`src/rtl/dbg_pkg.sv`:
```
`default_nettype none

package dbg_pkg;

    localparam int WORD_BITS     = 32;          // Commands, replies, registers, instructions
    localparam int BYTE_BITS     = 8;           // UART payload width
    localparam int REG_ADDR_BITS = 3;           // Eight registers

    localparam int CMD_MSB = 31;                // Command code in 31:28
    localparam int CMD_LSB = 28;

    localparam logic [3:0] CMD_LOAD     = 4'd1; // Addr in low bits, data in next word
    localparam logic [3:0] CMD_STEP     = 4'd2; // One instruction, reply PC
    localparam logic [3:0] CMD_RUN      = 4'd3; // Run to halt, reply PC
    localparam logic [3:0] CMD_CLEAR    = 4'd4; // No reply
    localparam logic [3:0] CMD_READ_REG = 4'd5; // Index in 2:0
    localparam logic [3:0] CMD_READ_PC  = 4'd6; // Zero-extended PC

    localparam logic [3:0] OP_ADDI = 4'd1;      // rd = rs + sext(imm)
    localparam logic [3:0] OP_ADD  = 4'd2;      // rd = rd + rs
    localparam logic [3:0] OP_HALT = 4'd15;     // Stop, PC holds

    localparam int OP_MSB  = 31;                // Instruction fields
    localparam int OP_LSB  = 28;
    localparam int RD_MSB  = 26;
    localparam int RD_LSB  = 24;
    localparam int RS_MSB  = 22;
    localparam int RS_LSB  = 20;
    localparam int IMM_MSB = 15;                // Immediate in 15:0

    typedef enum logic [1:0] {
        UART_IDLE,
        UART_START,
        UART_DATA,
        UART_STOP
    } uart_state_t;                             // Shared by receiver and transmitter

endpackage

`default_nettype wire

```
`src/rtl/baud_tick_gen.sv`:
```
`timescale 1ns/1ps
`default_nettype none

module baud_tick_gen #(
    parameter int CLKS_PER_TICK = 27
) (
    input  wire  i_clk,
    input  wire  i_rst_n,
    output logic o_tick
);

    localparam int CNT_BITS = (CLKS_PER_TICK > 1) ? $clog2(CLKS_PER_TICK) : 1;
    localparam logic [CNT_BITS-1:0] CNT_MAX = CNT_BITS'(CLKS_PER_TICK - 1);

    logic [CNT_BITS-1:0] cnt;                   // Clocks since last tick

    assign o_tick = (cnt == CNT_MAX);           // One cycle per period

    always_ff @(posedge i_clk or negedge i_rst_n) begin
        if (!i_rst_n) begin
            cnt <= '0;
        end else if (o_tick) begin
            cnt <= '0;                          // Wrap
        end else begin
            cnt <= cnt + 1'b1;
        end
    end

endmodule

`default_nettype wire

```
`src/rtl/debug_uart_top.sv`:
```
`timescale 1ns/1ps
`default_nettype none

module debug_uart_top #(
    parameter int CLKS_PER_TICK  = 27,          // 16x oversampling divisor
    parameter int FIFO_ADDR_BITS = 3,           // Eight reply words
    parameter int IMEM_ADDR_BITS = 5
) (
    input  wire i_clk,
    input  wire i_rst_n,
    input  wire i_rx,
    output wire o_tx,
    output wire o_halted
);

    wire                              tick;
    wire                              rx_done;
    wire [dbg_pkg::BYTE_BITS-1:0]     rx_byte;
    wire                              word_valid;
    wire [dbg_pkg::WORD_BITS-1:0]     cmd_word;
    wire                              imem_we;
    wire [IMEM_ADDR_BITS-1:0]         imem_addr;
    wire [dbg_pkg::WORD_BITS-1:0]     imem_data;
    wire                              step;
    wire                              clear;
    wire [dbg_pkg::REG_ADDR_BITS-1:0] reg_sel;
    wire [dbg_pkg::WORD_BITS-1:0]     reg_data;
    wire [IMEM_ADDR_BITS-1:0]         pc;
    wire                              reply_push;
    wire [dbg_pkg::WORD_BITS-1:0]     reply;
    wire                              fifo_empty;  // Low starts a frame
    wire [dbg_pkg::BYTE_BITS-1:0]     tx_byte;
    wire                              tx_done;     // Pops one byte

    baud_tick_gen #(.CLKS_PER_TICK(CLKS_PER_TICK)) u_baud_tick_gen (
        .i_clk(i_clk), .i_rst_n(i_rst_n), .o_tick(tick)
    );

    uart_rx u_uart_rx (
        .i_clk(i_clk), .i_rst_n(i_rst_n), .i_rx(i_rx), .i_tick(tick),
        .o_done(rx_done), .o_data(rx_byte)
    );

    word_assembler u_word_assembler (
        .i_clk(i_clk), .i_rst_n(i_rst_n), .i_byte_valid(rx_done), .i_byte(rx_byte),
        .o_word_valid(word_valid), .o_word(cmd_word)
    );

    debug_unit #(.IMEM_ADDR_BITS(IMEM_ADDR_BITS)) u_debug_unit (
        .i_clk(i_clk), .i_rst_n(i_rst_n), .i_word_valid(word_valid), .i_word(cmd_word),
        .i_reg_data(reg_data), .i_pc(pc), .i_halted(o_halted),
        .o_imem_we(imem_we), .o_imem_addr(imem_addr), .o_imem_data(imem_data),
        .o_step(step), .o_clear(clear), .o_reg_sel(reg_sel),
        .o_reply_push(reply_push), .o_reply(reply)
    );

    target_core #(.IMEM_ADDR_BITS(IMEM_ADDR_BITS)) u_target_core (
        .i_clk(i_clk), .i_rst_n(i_rst_n), .i_imem_we(imem_we), .i_imem_addr(imem_addr),
        .i_imem_data(imem_data), .i_step(step), .i_clear(clear), .i_reg_sel(reg_sel),
        .o_reg_data(reg_data), .o_pc(pc), .o_halted(o_halted)
    );

    tx_word_fifo #(.FIFO_ADDR_BITS(FIFO_ADDR_BITS)) u_tx_word_fifo (
        .i_clk(i_clk), .i_rst_n(i_rst_n), .i_push(reply_push), .i_word(reply),
        .i_pop(tx_done), .o_empty(fifo_empty), .o_byte(tx_byte)
    );

    uart_tx u_uart_tx (
        .i_clk(i_clk), .i_rst_n(i_rst_n), .i_start(~fifo_empty), .i_tick(tick),
        .i_data(tx_byte), .o_done(tx_done), .o_tx(o_tx)
    );

endmodule

`default_nettype wire

```
`src/rtl/debug_unit.sv`:
```
`timescale 1ns/1ps
`default_nettype none

module debug_unit #(
    parameter int IMEM_ADDR_BITS = 5
) (
    input  wire                               i_clk,
    input  wire                               i_rst_n,
    input  wire                               i_word_valid,
    input  wire  [dbg_pkg::WORD_BITS-1:0]     i_word,
    input  wire  [dbg_pkg::WORD_BITS-1:0]     i_reg_data,
    input  wire  [IMEM_ADDR_BITS-1:0]         i_pc,
    input  wire                               i_halted,
    output logic                              o_imem_we,
    output logic [IMEM_ADDR_BITS-1:0]         o_imem_addr,
    output logic [dbg_pkg::WORD_BITS-1:0]     o_imem_data,
    output logic                              o_step,
    output logic                              o_clear,
    output logic [dbg_pkg::REG_ADDR_BITS-1:0] o_reg_sel,
    output logic                              o_reply_push,
    output logic [dbg_pkg::WORD_BITS-1:0]     o_reply
);

    localparam int PAD_BITS = dbg_pkg::WORD_BITS - IMEM_ADDR_BITS;

    typedef enum logic [1:0] {
        ST_IDLE,
        ST_LOAD_DATA,                           // Waiting for instruction word
        ST_RUNNING                              // Stepping the core
    } state_t;

    state_t     state;
    logic       single;                         // STEP leaves RUNNING after one cycle
    logic       reply_reg;                      // Reply carries register, else PC
    logic [3:0] cmd;

    assign cmd     = i_word[dbg_pkg::CMD_MSB:dbg_pkg::CMD_LSB];
    assign o_step  = (state == ST_RUNNING) && !i_halted; // Core never steps once halted
    assign o_reply = reply_reg ? i_reg_data : {{PAD_BITS{1'b0}}, i_pc};

    always_ff @(posedge i_clk) begin
        if (state == ST_IDLE && i_word_valid && cmd == dbg_pkg::CMD_LOAD) begin
            o_imem_addr <= i_word[IMEM_ADDR_BITS-1:0];
        end
        if (state == ST_LOAD_DATA && i_word_valid) begin
            o_imem_data <= i_word;
        end
    end

    always_ff @(posedge i_clk or negedge i_rst_n) begin
        if (!i_rst_n) begin
            state        <= ST_IDLE;
            single       <= 1'b0;
            reply_reg    <= 1'b0;
            o_reg_sel    <= '0;
            o_imem_we    <= 1'b0;
            o_clear      <= 1'b0;
            o_reply_push <= 1'b0;
        end else begin
            o_imem_we    <= 1'b0;               // Strobes last one cycle
            o_clear      <= 1'b0;
            o_reply_push <= 1'b0;
            case (state)
                ST_IDLE: begin
                    if (i_word_valid) begin
                        case (cmd)
                            dbg_pkg::CMD_LOAD: state <= ST_LOAD_DATA;
                            dbg_pkg::CMD_STEP: begin
                                state     <= ST_RUNNING;
                                single    <= 1'b1;
                                reply_reg <= 1'b0;
                            end
                            dbg_pkg::CMD_RUN: begin
                                state     <= ST_RUNNING;
                                single    <= 1'b0;
                                reply_reg <= 1'b0;
                            end
                            dbg_pkg::CMD_CLEAR: o_clear <= 1'b1;
                            dbg_pkg::CMD_READ_REG: begin
                                o_reg_sel    <= i_word[dbg_pkg::REG_ADDR_BITS-1:0];
                                reply_reg    <= 1'b1;
                                o_reply_push <= 1'b1; // Register value read back same cycle
                            end
                            dbg_pkg::CMD_READ_PC: begin
                                reply_reg    <= 1'b0;
                                o_reply_push <= 1'b1;
                            end
                            default: state <= ST_IDLE; // Unknown code ignored
                        endcase
                    end
                end
                ST_LOAD_DATA: begin
                    if (i_word_valid) begin
                        o_imem_we <= 1'b1;
                        state     <= ST_IDLE;
                    end
                end
                ST_RUNNING: begin
                    if (single || i_halted) begin // Reply with PC after last step
                        o_reply_push <= 1'b1;
                        state        <= ST_IDLE;
                    end
                end
                default: state <= ST_IDLE;
            endcase
        end
    end

endmodule

`default_nettype wire

```
`src/rtl/target_core.sv`:
```
`timescale 1ns/1ps
`default_nettype none

module target_core #(
    parameter int IMEM_ADDR_BITS = 5
) (
    input  wire                               i_clk,
    input  wire                               i_rst_n,
    input  wire                               i_imem_we,
    input  wire  [IMEM_ADDR_BITS-1:0]         i_imem_addr,
    input  wire  [dbg_pkg::WORD_BITS-1:0]     i_imem_data,
    input  wire                               i_step,
    input  wire                               i_clear,
    input  wire  [dbg_pkg::REG_ADDR_BITS-1:0] i_reg_sel,
    output logic [dbg_pkg::WORD_BITS-1:0]     o_reg_data,
    output logic [IMEM_ADDR_BITS-1:0]         o_pc,
    output logic                              o_halted
);

    localparam int W      = dbg_pkg::WORD_BITS;
    localparam int N_REGS = 1 << dbg_pkg::REG_ADDR_BITS;
    localparam int IMEM_DEPTH = 1 << IMEM_ADDR_BITS;

    logic [W-1:0]                     imem [IMEM_DEPTH];
    logic [W-1:0]                     regs [N_REGS];
    logic [IMEM_ADDR_BITS-1:0]        pc;
    logic                             halted;
    logic [W-1:0]                     inst;     // Instruction at PC
    logic [3:0]                       opcode;
    logic [dbg_pkg::REG_ADDR_BITS-1:0] rd;
    logic [dbg_pkg::REG_ADDR_BITS-1:0] rs;
    logic [W-1:0]                     imm_ext;  // Sign-extended immediate

    assign inst       = imem[pc];
    assign opcode     = inst[dbg_pkg::OP_MSB:dbg_pkg::OP_LSB];
    assign rd         = inst[dbg_pkg::RD_MSB:dbg_pkg::RD_LSB];
    assign rs         = inst[dbg_pkg::RS_MSB:dbg_pkg::RS_LSB];
    assign imm_ext    = {{(W-dbg_pkg::IMM_MSB-1){inst[dbg_pkg::IMM_MSB]}},
                         inst[dbg_pkg::IMM_MSB:0]};
    assign o_reg_data = regs[i_reg_sel];        // Debug read port
    assign o_pc       = pc;
    assign o_halted   = halted;

    always_ff @(posedge i_clk) begin
        if (i_imem_we) begin
            imem[i_imem_addr] <= i_imem_data;   // Loaded by debug unit
        end
    end

    always_ff @(posedge i_clk or negedge i_rst_n) begin
        if (!i_rst_n) begin
            pc     <= '0;
            halted <= 1'b0;
            for (int i = 0; i < N_REGS; i++) begin
                regs[i] <= '0;
            end
        end else if (i_clear) begin             // Debug clear, same as reset
            pc     <= '0;
            halted <= 1'b0;
            for (int i = 0; i < N_REGS; i++) begin
                regs[i] <= '0;
            end
        end else if (i_step && !halted) begin
            case (opcode)
                dbg_pkg::OP_ADDI: begin
                    regs[rd] <= regs[rs] + imm_ext;
                    pc       <= pc + 1'b1;
                end
                dbg_pkg::OP_ADD: begin
                    regs[rd] <= regs[rd] + regs[rs];
                    pc       <= pc + 1'b1;
                end
                dbg_pkg::OP_HALT: halted <= 1'b1; // PC stays on HALT
                default: pc <= pc + 1'b1;       // No-op
            endcase
        end
    end

endmodule

`default_nettype wire

```
`src/rtl/tx_word_fifo.sv`:
```
`timescale 1ns/1ps
`default_nettype none

module tx_word_fifo #(
    parameter int FIFO_ADDR_BITS = 3
) (
    input  wire                           i_clk,
    input  wire                           i_rst_n,
    input  wire                           i_push,
    input  wire  [dbg_pkg::WORD_BITS-1:0] i_word,
    input  wire                           i_pop,
    output logic                          o_empty,
    output logic [dbg_pkg::BYTE_BITS-1:0] o_byte
);

    localparam int DEPTH = 1 << FIFO_ADDR_BITS;

    logic [dbg_pkg::WORD_BITS-1:0] mem [DEPTH];
    logic [FIFO_ADDR_BITS:0]       wr_ptr;      // Extra bit tells full from empty
    logic [FIFO_ADDR_BITS:0]       rd_ptr;
    logic [1:0]                    byte_sel;    // Byte of head word on output
    logic                          full;
    logic [dbg_pkg::WORD_BITS-1:0] rd_word;

    assign o_empty = (wr_ptr == rd_ptr);
    assign full    = (wr_ptr[FIFO_ADDR_BITS] != rd_ptr[FIFO_ADDR_BITS]) &&
                     (wr_ptr[FIFO_ADDR_BITS-1:0] == rd_ptr[FIFO_ADDR_BITS-1:0]);
    assign rd_word = mem[rd_ptr[FIFO_ADDR_BITS-1:0]];
    assign o_byte  = rd_word[byte_sel*dbg_pkg::BYTE_BITS +: dbg_pkg::BYTE_BITS]; // LSB first

    always_ff @(posedge i_clk) begin
        if (i_push && !full) begin
            mem[wr_ptr[FIFO_ADDR_BITS-1:0]] <= i_word;
        end
    end

    always_ff @(posedge i_clk or negedge i_rst_n) begin
        if (!i_rst_n) begin
            wr_ptr   <= '0;
            rd_ptr   <= '0;
            byte_sel <= '0;
        end else begin
            if (i_push && !full) begin          // Push to full is dropped
                wr_ptr <= wr_ptr + 1'b1;
            end
            if (i_pop && !o_empty) begin
                byte_sel <= byte_sel + 2'd1;
                if (byte_sel == 2'd3) begin     // Last byte gone, next word
                    rd_ptr <= rd_ptr + 1'b1;
                end
            end
        end
    end

endmodule

`default_nettype wire

```
`src/rtl/uart_rx.sv`:
```
`timescale 1ns/1ps
`default_nettype none

module uart_rx (
    input  wire                           i_clk,
    input  wire                           i_rst_n,
    input  wire                           i_rx,
    input  wire                           i_tick,
    output logic                          o_done,
    output logic [dbg_pkg::BYTE_BITS-1:0] o_data
);

    dbg_pkg::uart_state_t state;
    logic                          rx_meta;     // First sync stage
    logic                          rx_sync;     // Safe to sample
    logic [3:0]                    tick_cnt;    // 16 ticks per bit
    logic [2:0]                    bit_cnt;
    logic [dbg_pkg::BYTE_BITS-1:0] shreg;

    assign o_data = shreg;

    always_ff @(posedge i_clk) begin
        if (state == dbg_pkg::UART_DATA && i_tick && tick_cnt == 4'd15) begin
            shreg <= {rx_sync, shreg[dbg_pkg::BYTE_BITS-1:1]}; // LSB first
        end
    end

    always_ff @(posedge i_clk or negedge i_rst_n) begin
        if (!i_rst_n) begin
            rx_meta  <= 1'b1;                   // Line idles high
            rx_sync  <= 1'b1;
            state    <= dbg_pkg::UART_IDLE;
            tick_cnt <= '0;
            bit_cnt  <= '0;
            o_done   <= 1'b0;
        end else begin
            rx_meta <= i_rx;
            rx_sync <= rx_meta;
            o_done  <= 1'b0;
            case (state)
                dbg_pkg::UART_IDLE: begin
                    if (!rx_sync) begin         // Falling edge of start bit
                        state    <= dbg_pkg::UART_START;
                        tick_cnt <= '0;
                    end
                end
                dbg_pkg::UART_START: begin
                    if (i_tick) begin
                        tick_cnt <= tick_cnt + 4'd1;
                        if (tick_cnt == 4'd7) begin // Middle of start bit
                            tick_cnt <= '0;
                            bit_cnt  <= '0;
                            state    <= rx_sync ? dbg_pkg::UART_IDLE : dbg_pkg::UART_DATA;
                        end
                    end
                end
                dbg_pkg::UART_DATA: begin
                    if (i_tick) begin
                        tick_cnt <= tick_cnt + 4'd1; // Wraps every bit
                        if (tick_cnt == 4'd15) begin
                            bit_cnt <= bit_cnt + 3'd1;
                            if (bit_cnt == 3'd7) begin
                                state <= dbg_pkg::UART_STOP;
                            end
                        end
                    end
                end
                dbg_pkg::UART_STOP: begin
                    if (i_tick) begin
                        tick_cnt <= tick_cnt + 4'd1;
                        if (tick_cnt == 4'd15) begin // Middle of stop bit
                            o_done <= 1'b1;
                            state  <= dbg_pkg::UART_IDLE;
                        end
                    end
                end
                default: state <= dbg_pkg::UART_IDLE;
            endcase
        end
    end

endmodule

`default_nettype wire

```
`src/rtl/uart_tx.sv`:
```
`timescale 1ns/1ps
`default_nettype none

module uart_tx (
    input  wire                           i_clk,
    input  wire                           i_rst_n,
    input  wire                           i_start,
    input  wire                           i_tick,
    input  wire  [dbg_pkg::BYTE_BITS-1:0] i_data,
    output logic                          o_done,
    output logic                          o_tx
);

    dbg_pkg::uart_state_t state;
    logic [3:0]                    tick_cnt;    // 16 ticks per bit
    logic [2:0]                    bit_cnt;
    logic [dbg_pkg::BYTE_BITS-1:0] shreg;       // Bit 0 is on the line

    // Combinational so the FIFO advances before the next idle cycle
    assign o_done = (state == dbg_pkg::UART_STOP) && i_tick && (tick_cnt == 4'd15);
    assign o_tx   = (state == dbg_pkg::UART_START) ? 1'b0 :
                    (state == dbg_pkg::UART_DATA)  ? shreg[0] : 1'b1;

    always_ff @(posedge i_clk) begin
        if (state == dbg_pkg::UART_IDLE && i_start) begin
            shreg <= i_data;                    // Latch byte at start
        end else if (state == dbg_pkg::UART_DATA && i_tick && tick_cnt == 4'd15) begin
            shreg <= shreg >> 1;                // Next bit, LSB first
        end
    end

    always_ff @(posedge i_clk or negedge i_rst_n) begin
        if (!i_rst_n) begin
            state    <= dbg_pkg::UART_IDLE;
            tick_cnt <= '0;
            bit_cnt  <= '0;
        end else if (state == dbg_pkg::UART_IDLE) begin
            if (i_start) begin
                state    <= dbg_pkg::UART_START;
                tick_cnt <= '0;
                bit_cnt  <= '0;
            end
        end else if (i_tick) begin
            tick_cnt <= tick_cnt + 4'd1;        // Wraps at bit end
            if (tick_cnt == 4'd15) begin
                case (state)
                    dbg_pkg::UART_START: state <= dbg_pkg::UART_DATA;
                    dbg_pkg::UART_DATA: begin
                        bit_cnt <= bit_cnt + 3'd1;
                        if (bit_cnt == 3'd7) begin
                            state <= dbg_pkg::UART_STOP;
                        end
                    end
                    default: state <= dbg_pkg::UART_IDLE; // End of stop bit
                endcase
            end
        end
    end

endmodule

`default_nettype wire

```
`src/rtl/word_assembler.sv`:
```
`timescale 1ns/1ps
`default_nettype none

module word_assembler (
    input  wire                           i_clk,
    input  wire                           i_rst_n,
    input  wire                           i_byte_valid,
    input  wire  [dbg_pkg::BYTE_BITS-1:0] i_byte,
    output logic                          o_word_valid,
    output logic [dbg_pkg::WORD_BITS-1:0] o_word
);

    logic [1:0] byte_cnt;                       // Bytes held so far

    always_ff @(posedge i_clk) begin
        if (i_byte_valid) begin
            o_word <= {i_byte, o_word[dbg_pkg::WORD_BITS-1:dbg_pkg::BYTE_BITS]}; // In from top
        end
    end

    always_ff @(posedge i_clk or negedge i_rst_n) begin
        if (!i_rst_n) begin
            byte_cnt     <= '0;
            o_word_valid <= 1'b0;
        end else begin
            o_word_valid <= i_byte_valid && (byte_cnt == 2'd3); // Fourth byte
            if (i_byte_valid) begin
                byte_cnt <= byte_cnt + 2'd1;
            end
        end
    end

endmodule

`default_nettype wire

```
`config.mk`:
```
export PLATFORM = sky130hd
export DESIGN_NAME = debug_uart_top
export DESIGN_NICKNAME = d
export VERILOG_FILES = /design/src/rtl/dbg_pkg.sv /design/src/rtl/baud_tick_gen.sv /design/src/rtl/debug_uart_top.sv /design/src/rtl/debug_unit.sv /design/src/rtl/target_core.sv /design/src/rtl/tx_word_fifo.sv /design/src/rtl/uart_rx.sv /design/src/rtl/uart_tx.sv /design/src/rtl/word_assembler.sv
export SDC_FILE = /design/constraint.sdc
export NUM_CORES = 2
export LEC_CHECK = 0
export ABC_AREA = 1
export BUFFER_PORTS_ARGS = -buffer_cell sky130_fd_sc_hd__buf_2
export CAP_MARGIN = 20
export CORE_MARGIN = 4
export CORE_UTILIZATION = 35
export DETAILED_ROUTE_END_ITERATION = 7
export REMOVE_ABC_BUFFERS = 1
export SYNTH_ARGS = -nofsm -noshare
export SYNTH_HDL_FRONTEND = slang
export SYNTH_SLANG_ARGS = --single-unit
export TNS_END_PERCENT = 30
```
`constraint.sdc`:
```
create_clock -name i_clk -period 11.7 [get_ports i_clk]
set_input_delay 0 -clock i_clk [delete_from_list [all_inputs] [get_ports i_clk]]
set_output_delay 0 -clock i_clk [all_outputs]
set_load 0.01 [all_outputs]
```
==> results.tsv <==
stage	metric	value	unit
power	Overall Power	10.6	mW
place	gp weighted congestion	0.938	
place	Final HPWL DP	123	mm
synth	Ys Warns	0	
timing	hold_ws	0.349	ns
worst_setup_path	kind of start point of the critical path	flip-flop	
timing	RSZ-0062 raised after global routing	no	
detailed_routing	antenna-violating nets left	0	
clock_network	CTS sink count	1478	
detailed_routing	DRT iter0 DRCs	6221	
grt	vias in the first global route	48900	
die	Vert. Die Dim	446	µm
detailed_routing	1st-pass router iterations	8	
outcome	status	complete, no violations	
final_layout	area grow syn2layout	12.2	%
detailed_routing	drt via density	5.71	
final_layout	final cell count without fillers	9068	
clock_network	CTS buffer count	150	
clock_network	Max clock buf depth	3	
timing	setup violators final	0	
synth	Cell Area, Synth	67200	µm²
synth	Synth Area per Inst	10.3	µm²
power	P per Cell Area	141	nW/µm²
die	die width	446	µm
clock_network	clk_lat worst skew	0.80	ns
synth	ys flop type	edfxtp_1	
final_layout	most common cell after layout, fill and taps aside	nand2_1	
grt	GRT Total Usage	0.216	
worst_setup_path	Critical Path Source	u_target_core.o_pc[0]$_DFFE_PN0P_	
die	Top Ports	5	
final_layout	fillers	18300	
grt	GR Overflow Total	0	
power	VDD IR max	0.125	mV
clock_network	CTS tree	yes	
place	number of buffers added on ports	4	
clock_network	Clock Pin Slew Worst Setup and Hold Paths	0.06	ns
grt	first-pass GRT wire length	324	mm
final_layout	most frequent cells in the layout	nand2_1 (1320), edfxtp_1 (1167), o21ai_0 (727)	
final_layout	Reg with most FFs	u_target_core.imem	
synth	Post-synth EDFFs	1167	
worst_setup_path	worst r2r src	u_target_core.o_pc[0]$_DFFE_PN0P_	
final_layout	nets@finish	6515	
die	die area	199000	µm²
synth	Synth Register Bits	1478	
job	Max Cap Viol	0	
clock_network	CTS resizes	0	
power	P_leak	26.9	nW
worst_setup_path	CP max FO	171	
worst_setup_path	Worst Setup End Kind	flip-flop	
place	Placed Cells incl. Taps	8779	
worst_setup_path	Crit path arrival time	9.06	ns
synth	Unique masters post-synth	50	
grt	initial antenna violation count	4	
grt	largest net degree at the start of global routing	187	
detailed_routing	routed via count	51800	
timing	Clock Skews	0.0493	ns
detailed_routing	DRC Markers	0	
timing	Tmin final	8.33	ns
detailed_routing	Routed WL per cell	24.3	µm
timing	Max transition margin	0.180	
hold_path	Hold Crit Class	in2async	
timing	Slew Viols, Final	0	
synth	Post-synth ARST share	0.210	
die	Core ar.	190000	µm²
timing	fmax	0.120	GHz
final_layout	Seq. cell area	42800	µm²
timing	pin slew with the least headroom to its limit	1.22	ns
final_layout	multi-input logic area	21500	µm²
final_layout	layout cells sized above 1	0.0728	
synth	Post-Syn Instances	6538	
die	initial core utilization	0.353	
worst_setup_path	worst path required time	12.43	ns
clock_network	Root Buffer	clkbuf_16	
timing	Fin. Hold Viols	0	
synth	sequential-to-total area share from yosys stat	0.638	
timing	fin crit share	0.712	
worst_setup_path	Worst Setup Path Type	reg2reg	
final_layout	max reg flops	832	
clock_network	htree depth	4	
die	FP Rows	160	
detailed_routing	final WL	220	mm
[per-layer routing]
metal / track usage / share of wire
met4: 0.0944 / 0.044
met5: 0 / 0.00015
met1: 0.287 / 0.40
met3: 0.0387 / 0.090
met2: 0.347 / 0.46
[final timing paths]
kind / slack, ns / cells after the start / to
hold reg to reg: 0.35 / 0 / u_uart_rx.rx_sync$_DFF_PN1_
max in group asynchronous: 10.27 / 4 / u_target_core.regs[2]$_DFFE_PN0P_
setup / recovery: 3.37 / 26 / u_target_core.regs[125]$_DFFE_PN0P_
hold / removal: 0.35 / 3 / u_uart_rx.rx_sync$_DFF_PN1_
min in group i_clk: 0.35 / 0 / u_uart_rx.rx_sync$_DFF_PN1_
setup reg to reg: 3.37 / 26 / u_target_core.regs[125]$_DFFE_PN0P_
[power by group]
group | switching, mW | internal [mW]
Combinational | 0.0239 | 0.00332
Clock | 2.12 | 2.85
Sequential | 0.000444 | 5.60
[synthesized netlist by cell type, drive strengths merged, types with 24 or more instances]
cell    number  area share
nor3        25      0.0024
o31ai       26      0.0029
nand2     1326       0.074
a31oi       37      0.0034
a221oi      59      0.0077
o221ai      33      0.0043
o22ai      143       0.013
nor2       514       0.029
clkbuf     252       0.014
nand3      394       0.029
xor2        24      0.0032
or2         26      0.0024
inv        408       0.023
a21oi      499       0.037
dfrtp      309        0.12
buf        153       0.011
a22oi       62      0.0069
o21ai      787       0.059
edfxtp    1167        0.52
ha          79       0.015
o211ai      75      0.0084
[critical path: stages (launching register included)]
cell,delay (ns)
dfrtp_4,1.13
inv_8,0.51
buf_4,0.51
nand2_1,0.13
nand3_1,0.08
nand3_1,0.12
nand2_1,0.07
nor2_1,0.11
nand2_1,0.18
nand2_4,0.50
buf_12,0.44
a21oi_1,0.12
o21ai_0,0.10
o21ai_0,0.12
o21ai_0,0.86
ha_1,0.35
nand2_1,0.16
nor2_1,0.13
inv_1,0.04
o21ai_0,0.46
a21oi_1,0.27
or2_2,0.35
nand3_1,0.11
nand2_1,0.08
o22ai_1,0.70
nand2_1,0.12
nand2_1,0.10
[cell type report]
cell class,instances,share of cell area
clock inverter,83,0.0118
tap,2511,0.0417
timing repair buffer,146,0.0163
clock buffer,194,0.0554
sequential,1478,0.568
multi-input combinational,4244,0.286
inverter,411,0.0207
antenna,1,0.0000332
[kinds of logic after synthesis]
kind of cell	count (synthesis)	share of synthesized area
xor gates and xnor gates	45	0.00598
adders and majority gates	81	0.0153
DFF	1478	0.638
buffers and inverters	816	0.0476
AOI/OAI and AO/OA	1800	0.153
and+or+nand+nor	2316	0.140
muxes	2	0.000335
[stage by stage]
stage / utilization / instance area [µm²] / worst slack, ns / setup TNS [ns]
6_report: 0.396 / 75400 / 3.37 / 0
5_1_grt: 0.396 / 75400 / 2.91 / 0
4_1_cts: 0.395 / 75300 / 3.37 / 0
3_5_place_dp: 0.368 / 70200 / 3.43 / 0
3_3_place_gp: 0.368 / 70100 / 3.58 / 0
2_1_floorplan: - / 65500 / -11.07 / -2726.56
[timing repair]
action	4_1_cts	5_1_grt
hold buffers	5	0
setup buffers	0	0
setup endpoints to repair	0	0
hold endpoints to repair	133	0
(Power assumes the default switching activity.)
